<file path="config.mk">
export PLATFORM = sky130hd
export DESIGN_NAME = cmd_link_top
export DESIGN_NICKNAME = d
export VERILOG_FILES = /design/src/cmd_pkg.sv /design/src/cmd_frame_decoder.sv /design/src/generic_param_decoder.sv /design/src/control_param_bank.sv /design/src/reply_encoder.sv /design/src/cmd_link_top.sv
export SDC_FILE = /design/constraint.sdc
export NUM_CORES = 1
export LEC_CHECK = 0
export ABC_AREA = 1
export BUFFER_PORTS_ARGS = -buffer_cell sky130_fd_sc_hd__buf_2
export CORE_MARGIN = 10
export CORE_UTILIZATION = 45
export DETAILED_ROUTE_END_ITERATION = 16
export MAX_ROUTING_LAYER = met4
export PLACE_DENSITY = 0.74
export SETUP_SLACK_MARGIN = 0.4
export SKIP_CTS_REPAIR_TIMING = 1
export SLEW_MARGIN = 20
export SYNTH_ARGS = -nofsm -noshare
export SYNTH_HDL_FRONTEND = slang
export SYNTH_SLANG_ARGS = --single-unit
</file>
<file path="constraint.sdc">
create_clock -name clk -period 3.6 [get_ports clk]
set_input_delay 0.36 -clock clk [delete_from_list [all_inputs] [get_ports clk]]
set_output_delay 0.36 -clock clk [all_outputs]
set_load 0.01 [all_outputs]
</file>
<file path="src/cmd_pkg.sv">
package cmd_pkg;

    // Command opcodes, first byte of every frame
    typedef enum logic [7:0] {
        OP_PARAM_WRITE = 8'h01,
        OP_PARAM_READ  = 8'h02,
        OP_PI_ENABLE   = 8'h03,
        OP_PI_RESET    = 8'h04,
        OP_WIPE        = 8'h05
    } cmd_op_t;

    // Status byte of a reply
    typedef enum logic [7:0] {
        RC_ACK = 8'h06,
        RC_NAK = 8'h15,
        RC_ERR = 8'hEE
    } reply_code_t;

    typedef logic [1:0] pi_enable_t;
    typedef logic       pi_reset_t;

    localparam int CMD_BYTES   = 5;  // Opcode plus 32-bit word
    localparam int REPLY_BYTES = 4;  // Opcode, status, two data bytes
    localparam int REG_WIDTH   = 16;

endpackage

</file>
<file path="src/cmd_frame_decoder.sv">
`timescale 1ns/1ps

module cmd_frame_decoder (
    input  logic              clk,
    input  logic              reset,
    input  logic [7:0]        rx_data,
    input  logic              rx_empty,
    input  logic              reply_busy,
    output logic              rx_read,
    output cmd_pkg::cmd_op_t  cmd_op,
    output logic [31:0]       cmd_data,
    output logic              param_write_valid,
    output logic              param_read_valid,
    output logic              pi_enable_valid,
    output logic              pi_reset_valid,
    output logic              wipe_settings,
    output logic              bad_op
);

    logic [2:0] byte_cnt;   // Bytes of the current frame already popped
    logic [7:0] op_q;
    logic       held;       // Complete command waiting for dispatch
    logic       fire;

    assign held    = (byte_cnt == 3'(cmd_pkg::CMD_BYTES));
    assign rx_read = !rx_empty && !held;  // Show-ahead port, pop only valid bytes
    assign fire    = held && !reply_busy;
    assign cmd_op  = cmd_pkg::cmd_op_t'(op_q);

    always_ff @(posedge clk) begin
        if (reset) begin
            byte_cnt <= '0;
        end else if (fire) begin
            byte_cnt <= '0;
        end else if (rx_read) begin
            byte_cnt <= byte_cnt + 3'd1;
        end
    end

    // Opcode first, then data word MSB first
    always_ff @(posedge clk) begin
        if (rx_read) begin
            if (byte_cnt == 3'd0) begin
                op_q <= rx_data;
            end else begin
                cmd_data <= {cmd_data[23:0], rx_data};
            end
        end
    end

    // One strobe per dispatched command
    always_comb begin
        param_write_valid = 1'b0;
        param_read_valid  = 1'b0;
        pi_enable_valid   = 1'b0;
        pi_reset_valid    = 1'b0;
        wipe_settings     = 1'b0;
        bad_op            = 1'b0;
        if (fire) begin
            case (cmd_op)
                cmd_pkg::OP_PARAM_WRITE: param_write_valid = 1'b1;
                cmd_pkg::OP_PARAM_READ:  param_read_valid  = 1'b1;
                cmd_pkg::OP_PI_ENABLE:   pi_enable_valid   = 1'b1;
                cmd_pkg::OP_PI_RESET:    pi_reset_valid    = 1'b1;
                cmd_pkg::OP_WIPE:        wipe_settings     = 1'b1;
                default:                 bad_op            = 1'b1;  // Unknown opcode
            endcase
        end
    end

endmodule

</file>
<file path="src/generic_param_decoder.sv">
`timescale 1ns/1ps

module generic_param_decoder #(
    parameter type param_t = logic
) (
    input  logic        clk,
    input  logic        reset,
    input  logic [31:0] cmd_data,
    input  logic        data_valid,
    input  logic        wipe_settings,
    output param_t      param,
    output logic        ack,
    output logic        nak,
    output logic        err
);

    localparam int W = $bits(param_t);

    logic   excess;   // Data bits set above the parameter width
    param_t value;

    assign excess = ((cmd_data >> W) != 32'd0);
    assign value  = param_t'(cmd_data[W-1:0]);

    always_ff @(posedge clk) begin
        if (reset) begin
            param <= '0;
            ack   <= 1'b0;
            nak   <= 1'b0;
            err   <= 1'b0;
        end else begin
            ack <= 1'b0;
            nak <= 1'b0;
            err <= 1'b0;
            if (wipe_settings) begin
                param <= '0;
            end else if (data_valid) begin
                if (excess) begin
                    err <= 1'b1;
                end else if (value == param) begin
                    nak <= 1'b1;  // Nothing to change
                end else begin
                    param <= value;
                    ack   <= 1'b1;
                end
            end
        end
    end

endmodule

</file>
<file path="src/control_param_bank.sv">
`timescale 1ns/1ps

module control_param_bank #(
    parameter int NUM_REGS = 4
) (
    input  logic                                  clk,
    input  logic                                  reset,
    input  logic [31:0]                           cmd_data,
    input  logic                                  write_valid,
    input  logic                                  read_valid,
    input  logic                                  wipe_settings,
    output logic [NUM_REGS*cmd_pkg::REG_WIDTH-1:0] ctrl_regs,
    output logic [NUM_REGS-1:0]                   reg_update,
    output logic [cmd_pkg::REG_WIDTH-1:0]         read_value,
    output logic                                  ack,
    output logic                                  err
);

    localparam int AW = (NUM_REGS > 1) ? $clog2(NUM_REGS) : 1;

    logic [cmd_pkg::REG_WIDTH-1:0] regs [NUM_REGS];
    logic [15:0]                   addr;
    logic [cmd_pkg::REG_WIDTH-1:0] value;
    logic                          addr_ok;
    logic [AW-1:0]                 idx;

    assign addr    = cmd_data[31:16];
    assign value   = cmd_data[15:0];
    assign addr_ok = (addr < NUM_REGS);
    assign idx     = addr[AW-1:0];

    always_ff @(posedge clk) begin
        if (reset) begin
            regs       <= '{default: '0};
            reg_update <= '0;
            ack        <= 1'b0;
            err        <= 1'b0;
        end else begin
            reg_update <= '0;
            ack        <= 1'b0;
            err        <= 1'b0;
            if (wipe_settings) begin
                regs <= '{default: '0};  // No update pulses on wipe
            end else if (write_valid) begin
                if (addr_ok) begin
                    regs[idx]       <= value;
                    reg_update[idx] <= 1'b1;
                    ack             <= 1'b1;
                end else begin
                    err <= 1'b1;
                end
            end else if (read_valid) begin
                ack <= addr_ok;
                err <= !addr_ok;
            end
        end
    end

    // Read data, valid together with ack
    always_ff @(posedge clk) begin
        if (read_valid && addr_ok) begin
            read_value <= regs[idx];
        end
    end

    // Flat view of the bank, register 0 in the low bits
    for (genvar i = 0; i < NUM_REGS; i++) begin : g_flat
        assign ctrl_regs[i*cmd_pkg::REG_WIDTH +: cmd_pkg::REG_WIDTH] = regs[i];
    end

endmodule

</file>
<file path="src/reply_encoder.sv">
`timescale 1ns/1ps

module reply_encoder (
    input  logic                          clk,
    input  logic                          reset,
    input  cmd_pkg::cmd_op_t              cmd_op,
    input  logic                          bank_ack,
    input  logic                          bank_err,
    input  logic [cmd_pkg::REG_WIDTH-1:0] read_value,
    input  logic                          en_ack,
    input  logic                          en_nak,
    input  logic                          en_err,
    input  logic                          rst_ack,
    input  logic                          rst_nak,
    input  logic                          rst_err,
    input  logic                          wipe_settings,
    input  logic                          bad_op,
    input  logic                          tx_full,
    output logic [7:0]                    tx_data,
    output logic                          tx_write,
    output logic                          reply_busy
);

    logic                          wipe_q, bad_q;  // Aligned with handler results
    logic                          any_ack, any_nak, any_err, result;
    logic                          sending;
    logic [2:0]                    left_q;         // Bytes still to write
    logic [31:0]                   shift_q;
    logic [cmd_pkg::REG_WIDTH-1:0] rd_data;
    cmd_pkg::reply_code_t          code;

    assign any_ack = bank_ack | en_ack | rst_ack | wipe_q;
    assign any_nak = en_nak | rst_nak;
    assign any_err = bank_err | en_err | rst_err | bad_q;
    assign result  = any_ack | any_nak | any_err;

    always_comb begin
        if (any_err) begin
            code = cmd_pkg::RC_ERR;
        end else if (any_nak) begin
            code = cmd_pkg::RC_NAK;
        end else begin
            code = cmd_pkg::RC_ACK;
        end
    end

    // Data bytes only carry a successful read
    assign rd_data    = (bank_ack && cmd_op == cmd_pkg::OP_PARAM_READ) ? read_value : '0;
    assign tx_write   = sending && !tx_full;
    assign tx_data    = shift_q[31:24];
    assign reply_busy = sending | result;

    always_ff @(posedge clk) begin
        if (reset) begin
            wipe_q  <= 1'b0;
            bad_q   <= 1'b0;
            sending <= 1'b0;
            left_q  <= '0;
        end else begin
            wipe_q <= wipe_settings;
            bad_q  <= bad_op;
            if (result) begin
                sending <= 1'b1;
                left_q  <= 3'(cmd_pkg::REPLY_BYTES);
            end else if (tx_write) begin
                left_q <= left_q - 3'd1;
                if (left_q == 3'd1) sending <= 1'b0;  // Last byte out
            end
        end
    end

    always_ff @(posedge clk) begin
        if (result) begin
            shift_q <= {cmd_op, code, rd_data};
        end else if (tx_write) begin
            shift_q <= {shift_q[23:0], 8'h00};
        end
    end

endmodule

</file>
<file path="src/cmd_link_top.sv">
`timescale 1ns/1ps

module cmd_link_top #(
    parameter int NUM_REGS = 4
) (
    input  logic                                  clk,
    input  logic                                  reset,
    input  logic [7:0]                            rx_data,
    input  logic                                  rx_empty,
    input  logic                                  tx_full,
    output logic                                  rx_read,
    output logic [7:0]                            tx_data,
    output logic                                  tx_write,
    output cmd_pkg::pi_enable_t                   pi_enable,
    output cmd_pkg::pi_reset_t                    pi_reset,
    output logic [NUM_REGS*cmd_pkg::REG_WIDTH-1:0] ctrl_regs,
    output logic [NUM_REGS-1:0]                   reg_update
);

    cmd_pkg::cmd_op_t              cmd_op;
    logic [31:0]                   cmd_data;
    logic                          param_write_valid, param_read_valid;
    logic                          pi_enable_valid, pi_reset_valid;
    logic                          wipe_settings, bad_op;
    logic                          reply_busy;
    logic                          bank_ack, bank_err;
    logic                          en_ack, en_nak, en_err;
    logic                          rst_ack, rst_nak, rst_err;
    logic [cmd_pkg::REG_WIDTH-1:0] read_value;

    cmd_frame_decoder frame_decoder (
        .clk               (clk),
        .reset             (reset),
        .rx_data           (rx_data),
        .rx_empty          (rx_empty),
        .reply_busy        (reply_busy),
        .rx_read           (rx_read),
        .cmd_op            (cmd_op),
        .cmd_data          (cmd_data),
        .param_write_valid (param_write_valid),
        .param_read_valid  (param_read_valid),
        .pi_enable_valid   (pi_enable_valid),
        .pi_reset_valid    (pi_reset_valid),
        .wipe_settings     (wipe_settings),
        .bad_op            (bad_op)
    );

    generic_param_decoder #(
        .param_t (cmd_pkg::pi_enable_t)
    ) pi_enable_decoder (
        .clk           (clk),
        .reset         (reset),
        .cmd_data      (cmd_data),
        .data_valid    (pi_enable_valid),
        .wipe_settings (wipe_settings),
        .param         (pi_enable),
        .ack           (en_ack),
        .nak           (en_nak),
        .err           (en_err)
    );

    generic_param_decoder #(
        .param_t (cmd_pkg::pi_reset_t)
    ) pi_reset_decoder (
        .clk           (clk),
        .reset         (reset),
        .cmd_data      (cmd_data),
        .data_valid    (pi_reset_valid),
        .wipe_settings (wipe_settings),
        .param         (pi_reset),
        .ack           (rst_ack),
        .nak           (rst_nak),
        .err           (rst_err)
    );

    control_param_bank #(
        .NUM_REGS (NUM_REGS)
    ) param_bank (
        .clk           (clk),
        .reset         (reset),
        .cmd_data      (cmd_data),
        .write_valid   (param_write_valid),
        .read_valid    (param_read_valid),
        .wipe_settings (wipe_settings),
        .ctrl_regs     (ctrl_regs),
        .reg_update    (reg_update),
        .read_value    (read_value),
        .ack           (bank_ack),
        .err           (bank_err)
    );

    reply_encoder reply_enc (
        .clk           (clk),
        .reset         (reset),
        .cmd_op        (cmd_op),
        .bank_ack      (bank_ack),
        .bank_err      (bank_err),
        .read_value    (read_value),
        .en_ack        (en_ack),
        .en_nak        (en_nak),
        .en_err        (en_err),
        .rst_ack       (rst_ack),
        .rst_nak       (rst_nak),
        .rst_err       (rst_err),
        .wipe_settings (wipe_settings),
        .bad_op        (bad_op),
        .tx_full       (tx_full),
        .tx_data       (tx_data),
        .tx_write      (tx_write),
        .reply_busy    (reply_busy)
    );

endmodule

</file>
* Word-level counts from Yosys, hierarchy flattened
Index checks and enable logic that the tools add are counted.
Storage, ports and cells: bits in registers 176, input port bits 12
Cells by class: mux-type cells 41, bitwise operators 21, reduce and logical (&&, ||, !) cells 33, eq/ne operators 9, add/sub/neg operators 2, order comparisons 5
Operators with widths (count):
- bitwise mux 64 bit | 1
- two-way mux 16 bit | 4
- two-way mux 32 bit | 2
- nonzero test 32 bit | 2
- binary-select mux 16 bit (select 2 bit) | 1
- demux 16 bit (select 2 bit) | 1
- two-way mux 1 bit | 27
- == test 8 x 2 -> 1 bit, second input constant | 2
- == test 8 x 3 -> 1 bit, second input constant | 2
- less-than comparator 16 x 3 -> 1 bit, second input constant | 1
- OR reduction 4 bit | 3
- NOT 1 bit | 10
- OR 1 bit | 10
- == test 8 x 1 -> 1 bit, second input constant | 1
- two-way mux 8 bit | 1
- AND reduction 2 bit | 4
- OR reduction 2 bit | 4
- logical AND 1 bit | 7
- two-way mux 3 bit | 2
- AND reduction 3 bit | 2
- OR reduction 3 bit | 2
- logical NOT 1 bit | 5
- two-way mux 5 bit | 1
- OR reduction 5 bit | 1
- 14 further kinds | 15

* Longest topological paths before layout
word-level depth 11, gate-level depth with buffers 11

* Modules after synthesis
From an unflattened synthesis, not the netlist that was laid out.
Second synthesis, totals: cell total of the unflattened synthesis 905, area, all modules 7733.7 um2
By module, submodules not included:
- control_param_bank | cells each 499, area an instance 3748.6 um2, instances 1
- reply_encoder | cells each 182, area an instance 1776.7 um2, instances 1
- cmd_frame_decoder | cells each 104, area an instance 1556.5 um2, instances 1
- generic_param_decoder (pi_reset_decoder) | cells each 64, area an instance 329.1 um2, instances 1
- generic_param_decoder (pi_enable_decoder) | cells each 56, area an instance 322.8 um2, instances 1

* Least setup slack after synthesis
No wires, ideal clock.
kind reg2reg, from reg frame_decoder.byte_cnt[1], to reg frame_decoder.cmd_data[0], enable pin, data arrival time 2.695 ns, setup time 0.432 ns, path buffers 0, cell stages (with the launch flop) 8, setup slack 0.473 ns, path through dfxtp_1 > inv_1 > ha_1 > nand2_1 > inv_1 > nor2_1 > inv_1 > a21oi_1
On the way: longest elaborated chain between the ends 4, elaborated cells on any way between the ends 6, classes of those cells eq/ne (1); bitwise (1); reduce/logical (4)
RTL lines:
- from (decl) | RTL line cmd_frame_decoder.sv:20 | logic [2:0] byte_cnt;
- from (signal assigned) | RTL line cmd_frame_decoder.sv:36 | byte_cnt <= byte_cnt + 3'd1;
- == test 3 bit | RTL line cmd_frame_decoder.sv:25 | assign held = (byte_cnt == 3'(cmd_pkg::CMD_BYTES));
- logical NOT 1 bit | RTL line cmd_frame_decoder.sv:26 | assign rx_read = !rx_empty && !held;
- logical AND 1 bit | RTL line cmd_frame_decoder.sv:26
- via rx_read | RTL line cmd_link_top.sv:11 | output logic rx_read,
- AND reduction 2 bit (no line)
- to (signal assigned) | RTL line cmd_frame_decoder.sv:46 | cmd_data <= {cmd_data[23:0], rx_data};
- to (decl) | RTL line cmd_frame_decoder.sv:11 | output logic [31:0] cmd_data,
The timed path passes the listed nets, and every way through them passes these cells. A chain may end at the register's enable or synchronous reset.

* Worst setup path after layout
from reg frame_decoder.byte_cnt[0], to reg param_bank.regs, in the netlist param_bank.ctrl_regs[42]
On the way: longest elaborated chain between the ends 4, elaborated cells on any way between the ends 6, classes of those cells eq/ne (1); mux (2); reduce/logical (3)
RTL lines:
- == test 3 bit * | RTL line cmd_frame_decoder.sv:25
- logical AND 1 bit * | RTL line cmd_frame_decoder.sv:27 | assign fire = held && !reply_busy;
- two-way mux 1 bit | RTL line cmd_frame_decoder.sv:59 | if (fire) begin
- AND reduction 2 bit (no line) or OR reduction 2 bit (tied branches)
- to (signal, indexed assignment) | RTL line control_param_bank.sv:46 | regs[idx] <= value;
- to (decl) | RTL line control_param_bank.sv:21 | logic [cmd_pkg::REG_WIDTH-1:0] regs [NUM_REGS];
Mark *: on every way between the ends. The rest lies on a longest branch, timed or not.

==> impl_metrics.tcl <==
set metrics [dict create \
    status "finished clean" \
    maxCapViolCount 0 \
    clock-root-buffer "sky130_fd_sc_hd__clkbuf_16" \
    maximum_buffer_depth_of_the_clock_tree 2 \
    net_count_after_synthesis 927 \
    drt.antenna.violating_nets 0 \
    setup_total_negative_slack_ns 0 \
    ctsHtreeMaxLevel 4 \
    route.vias.total 6111 \
    synthesis_warning_total 0 \
    fin_nets 1002 \
    initial_core_util_pct 45.82 \
    post_synth_main_area_contributors "sky130_fd_sc_hd__edfxtp_1, sky130_fd_sc_hd__dfxtp_1, sky130_fd_sc_hd__nand2_1" \
    slew_violations 0 \
    timing.fmax_ghz 0.3854 \
    die_width_um 152.5 \
    worst_path_largest_cell_delay_ns 0.69 \
    die_area_um2 23250 \
    cts_made_buffers 17 \
    first_global_vias 5720 \
    clk-insertion-delay-late_ns 0.43 \
    reg2reg_depth 8 \
    critPathMaxFanout 67 \
    synth.ff_latch_count 176 \
    final_cell_mix "sky130_fd_sc_hd__nand2_1, sky130_fd_sc_hd__inv_1, sky130_fd_sc_hd__nor2_1" \
    rsz0062_at_grt "no" \
    antennaDiodeCount 0 \
    syn-mean-instance-area_um2 8.679 \
    drt_pass_1_iters 5 \
    drt-vias-per-instance 4.997 \
    critical_path_class "register to register" \
    wl_per_cell_um 15.84 \
    share_of_final_layout_standard_cells_stronger_than_drive_strength_1_pct 15.93 \
    worst_path_max_delay_cell "sky130_fd_sc_hd__clkinv_2" \
    dominantRegCellSynth "sky130_fd_sc_hd__edfxtp_1" \
    floorplan.core_area_um2 17240 \
    tritoncts "yes" \
    std_cell_rows 48 \
    path_buf_inv 1 \
    worstHoldPathType "primary input to register" \
    most_common_cell_after_layout_fill_and_taps_aside "sky130_fd_sc_hd__nand2_1" \
    synth_enable_flop_cells 88 \
    critical_path.cell_chain "ha_1 > nand2_1 > nor2_1 > nand3_4 > o21ai_4 > clkinv_2 > nand2_1 > nor2_1" \
    layout-area-overhead-vs-synth_pct 14.56 \
    timing.final.crit_share_pct 72.08 \
    place.port_buffers 92 \
    antenna_found_initial 0 \
    fin_worst_skew_ns 0.007570 \
    maxSlewHeadroom_pct 40.30 \
    whs_path_depth 1 \
    path_clk_slew_ns 0.06 \
    timing_hold_violations_final 0 \
    io-pin-count 93 \
    worstSetupEndpointType "register" \
    distinct_cells_synth 39 \
    yosysTopAreaCellShare_pct 33.46 \
    cp.arrival_ns 2.91 \
    postLayoutCoreUtil_pct 52.49 \
    startpoint_type_of_the_worst_setup_path "register" \
    grt_remaining_overflow 0 \
    wl_um 19370 \
    hpwlAfterDp_um 13840 \
    timing.critical_path.required_ns 3.91 \
    grt_start_max_net_pins 68 \
    globalplace.congestion 0.9362 \
    drc 0 \
    ys_seq_area_share_pct 55.77 \
    grtUsageTotal_pct 16.68 \
    cellLeakagePower_nw 4.038 \
    netlist_area_um2 7898 \
    clock-sinks 176 \
    die_height_um 152.5 \
    async_reset_ff_share_pct 0 \
    stages_on_the_worst_setup_path 8 \
    synth.largest_area_cell "sky130_fd_sc_hd__edfxtp_1" \
    synthesis.instances 910 \
    p_per_area_nw_per_um2 454.0 \
    fin_crit_ns 2.595 \
    grt_first_pass_wirelength_um 30170 \
    worst_path_dominant_cell_family "simple AND/OR/NAND/NOR gates" \
    postPlaceCellArea_um2 8463 \
    worstMarginPinSlew_ns 0.8955 \
    final-setup-viol-count 0 \
    drt-initial-drc-count 682 \
    final_cell_area_um2 9047 \
    vdd.ir_drop.worst_uv 410.0 \
]
==> sequential cells by signal, summed over array words and instances, names as in the netlist, 2 cells and up <==
signal                   cells
param_bank.ctrl_regs        64
frame_decoder.cmd_op         8
pi_enable_decoder.param      2
param_bank.read_value       16
param_bank.reg_update        4
reply_enc.shift_q           32
frame_decoder.byte_cnt       3
frame_decoder.cmd_data      32
reply_enc.left_q             3
==> layout make-up <==
type,instances,area (um^2)
clock buffer,26,500.5
clock inverter,6,82.58
fill,1579,8189
inverter,186,699.4
multi-input combinational,499,2521
sequential,176,4404
tap,225,281.5
timing repair buffer,105,558.0
==> cell families after synthesis <==
kind of cell / count (synthesis) / share of synthesized area, %
compound gates: 60 / 5.767
xor+xnor: 3 / 0.3328
flops: 176 / 55.77
fa+ha+maj: 5 / 0.7921
simple gates: 431 / 24.86
buf+inv: 235 / 12.48
==> worst paths after layout <==
path	slack [ns]	startpoint	end
worst max-delay path	1.01	frame_decoder.byte_cnt[0]	param_bank.ctrl_regs[42]
worst min-delay path	0.12	rx_data[0]	frame_decoder.cmd_op[0]
worst max register to register	1.01	frame_decoder.byte_cnt[0]	param_bank.ctrl_regs[42]
worst min register to register	0.45	frame_decoder.cmd_data[12]	frame_decoder.cmd_data[20]
==> power breakdown <==
group          internal (mW)  switching (mW)  total (mW)
Clock                   1.10           0.723        1.82
Combinational         0.0350           0.108       0.143
Sequential              2.13          0.0202        2.15
Total                   3.26           0.851        4.11
==> layer usage <==
layer	GRT usage [%]	share of wire, %	vias up
li1	-	-	3064
met1	20.64	43	2798
met2	26.12	48	209
met3	3.076	6.4	40
met4	7.493	2.9	0
met5	-	0	-
==> worst reg2reg max path, stage by stage (launching register included) <==
cell	delay, ns
sky130_fd_sc_hd__dfxtp_1	0.39
sky130_fd_sc_hd__ha_1	0.17
sky130_fd_sc_hd__nand2_1	0.07
sky130_fd_sc_hd__nor2_1	0.25
sky130_fd_sc_hd__nand3_4	0.24
sky130_fd_sc_hd__o21ai_4	0.25
sky130_fd_sc_hd__clkinv_2	0.69
sky130_fd_sc_hd__nand2_1	0.37
sky130_fd_sc_hd__nor2_1	0.06
==> synthesized netlist by cell type, types with 2 or more instances <==
cell type	count
sky130_fd_sc_hd__a21oi_1	7
sky130_fd_sc_hd__a22oi_1	16
sky130_fd_sc_hd__a32o_1	8
sky130_fd_sc_hd__and2_0	2
sky130_fd_sc_hd__buf_2	11
sky130_fd_sc_hd__buf_4	12
sky130_fd_sc_hd__buf_6	6
sky130_fd_sc_hd__clkbuf_1	19
sky130_fd_sc_hd__clkinv_1	2
sky130_fd_sc_hd__dfxtp_1	88
sky130_fd_sc_hd__edfxtp_1	88
sky130_fd_sc_hd__ha_1	5
sky130_fd_sc_hd__inv_1	177
sky130_fd_sc_hd__inv_2	7
sky130_fd_sc_hd__nand2_1	191
sky130_fd_sc_hd__nand3_1	15
sky130_fd_sc_hd__nand3_4	5
sky130_fd_sc_hd__nand4_1	65
sky130_fd_sc_hd__nor2_1	127
sky130_fd_sc_hd__nor2_8	2
sky130_fd_sc_hd__nor3_1	10
sky130_fd_sc_hd__nor4_1	3
sky130_fd_sc_hd__o21ai_0	10
sky130_fd_sc_hd__o221ai_1	16
sky130_fd_sc_hd__or2_2	3
sky130_fd_sc_hd__xnor2_1	2
==> through the flow <==
stage	hold slack (ns)	setup slack, ns	std cells	total power, mW
2_1_floorplan	0.4264	0.4733	910	2.278
3_3_place_gp	0.4306	1.243	1191	2.327
3_5_place_dp	0.4347	1.171	1191	2.331
4_1_cts	0.1062	1.155	1223	4.131
5_1_grt	0.1075	0.8099	1223	4.236
6_report	0.1188	1.005	1223	4.107
Note: power is estimated with default switching activity, not from simulation.
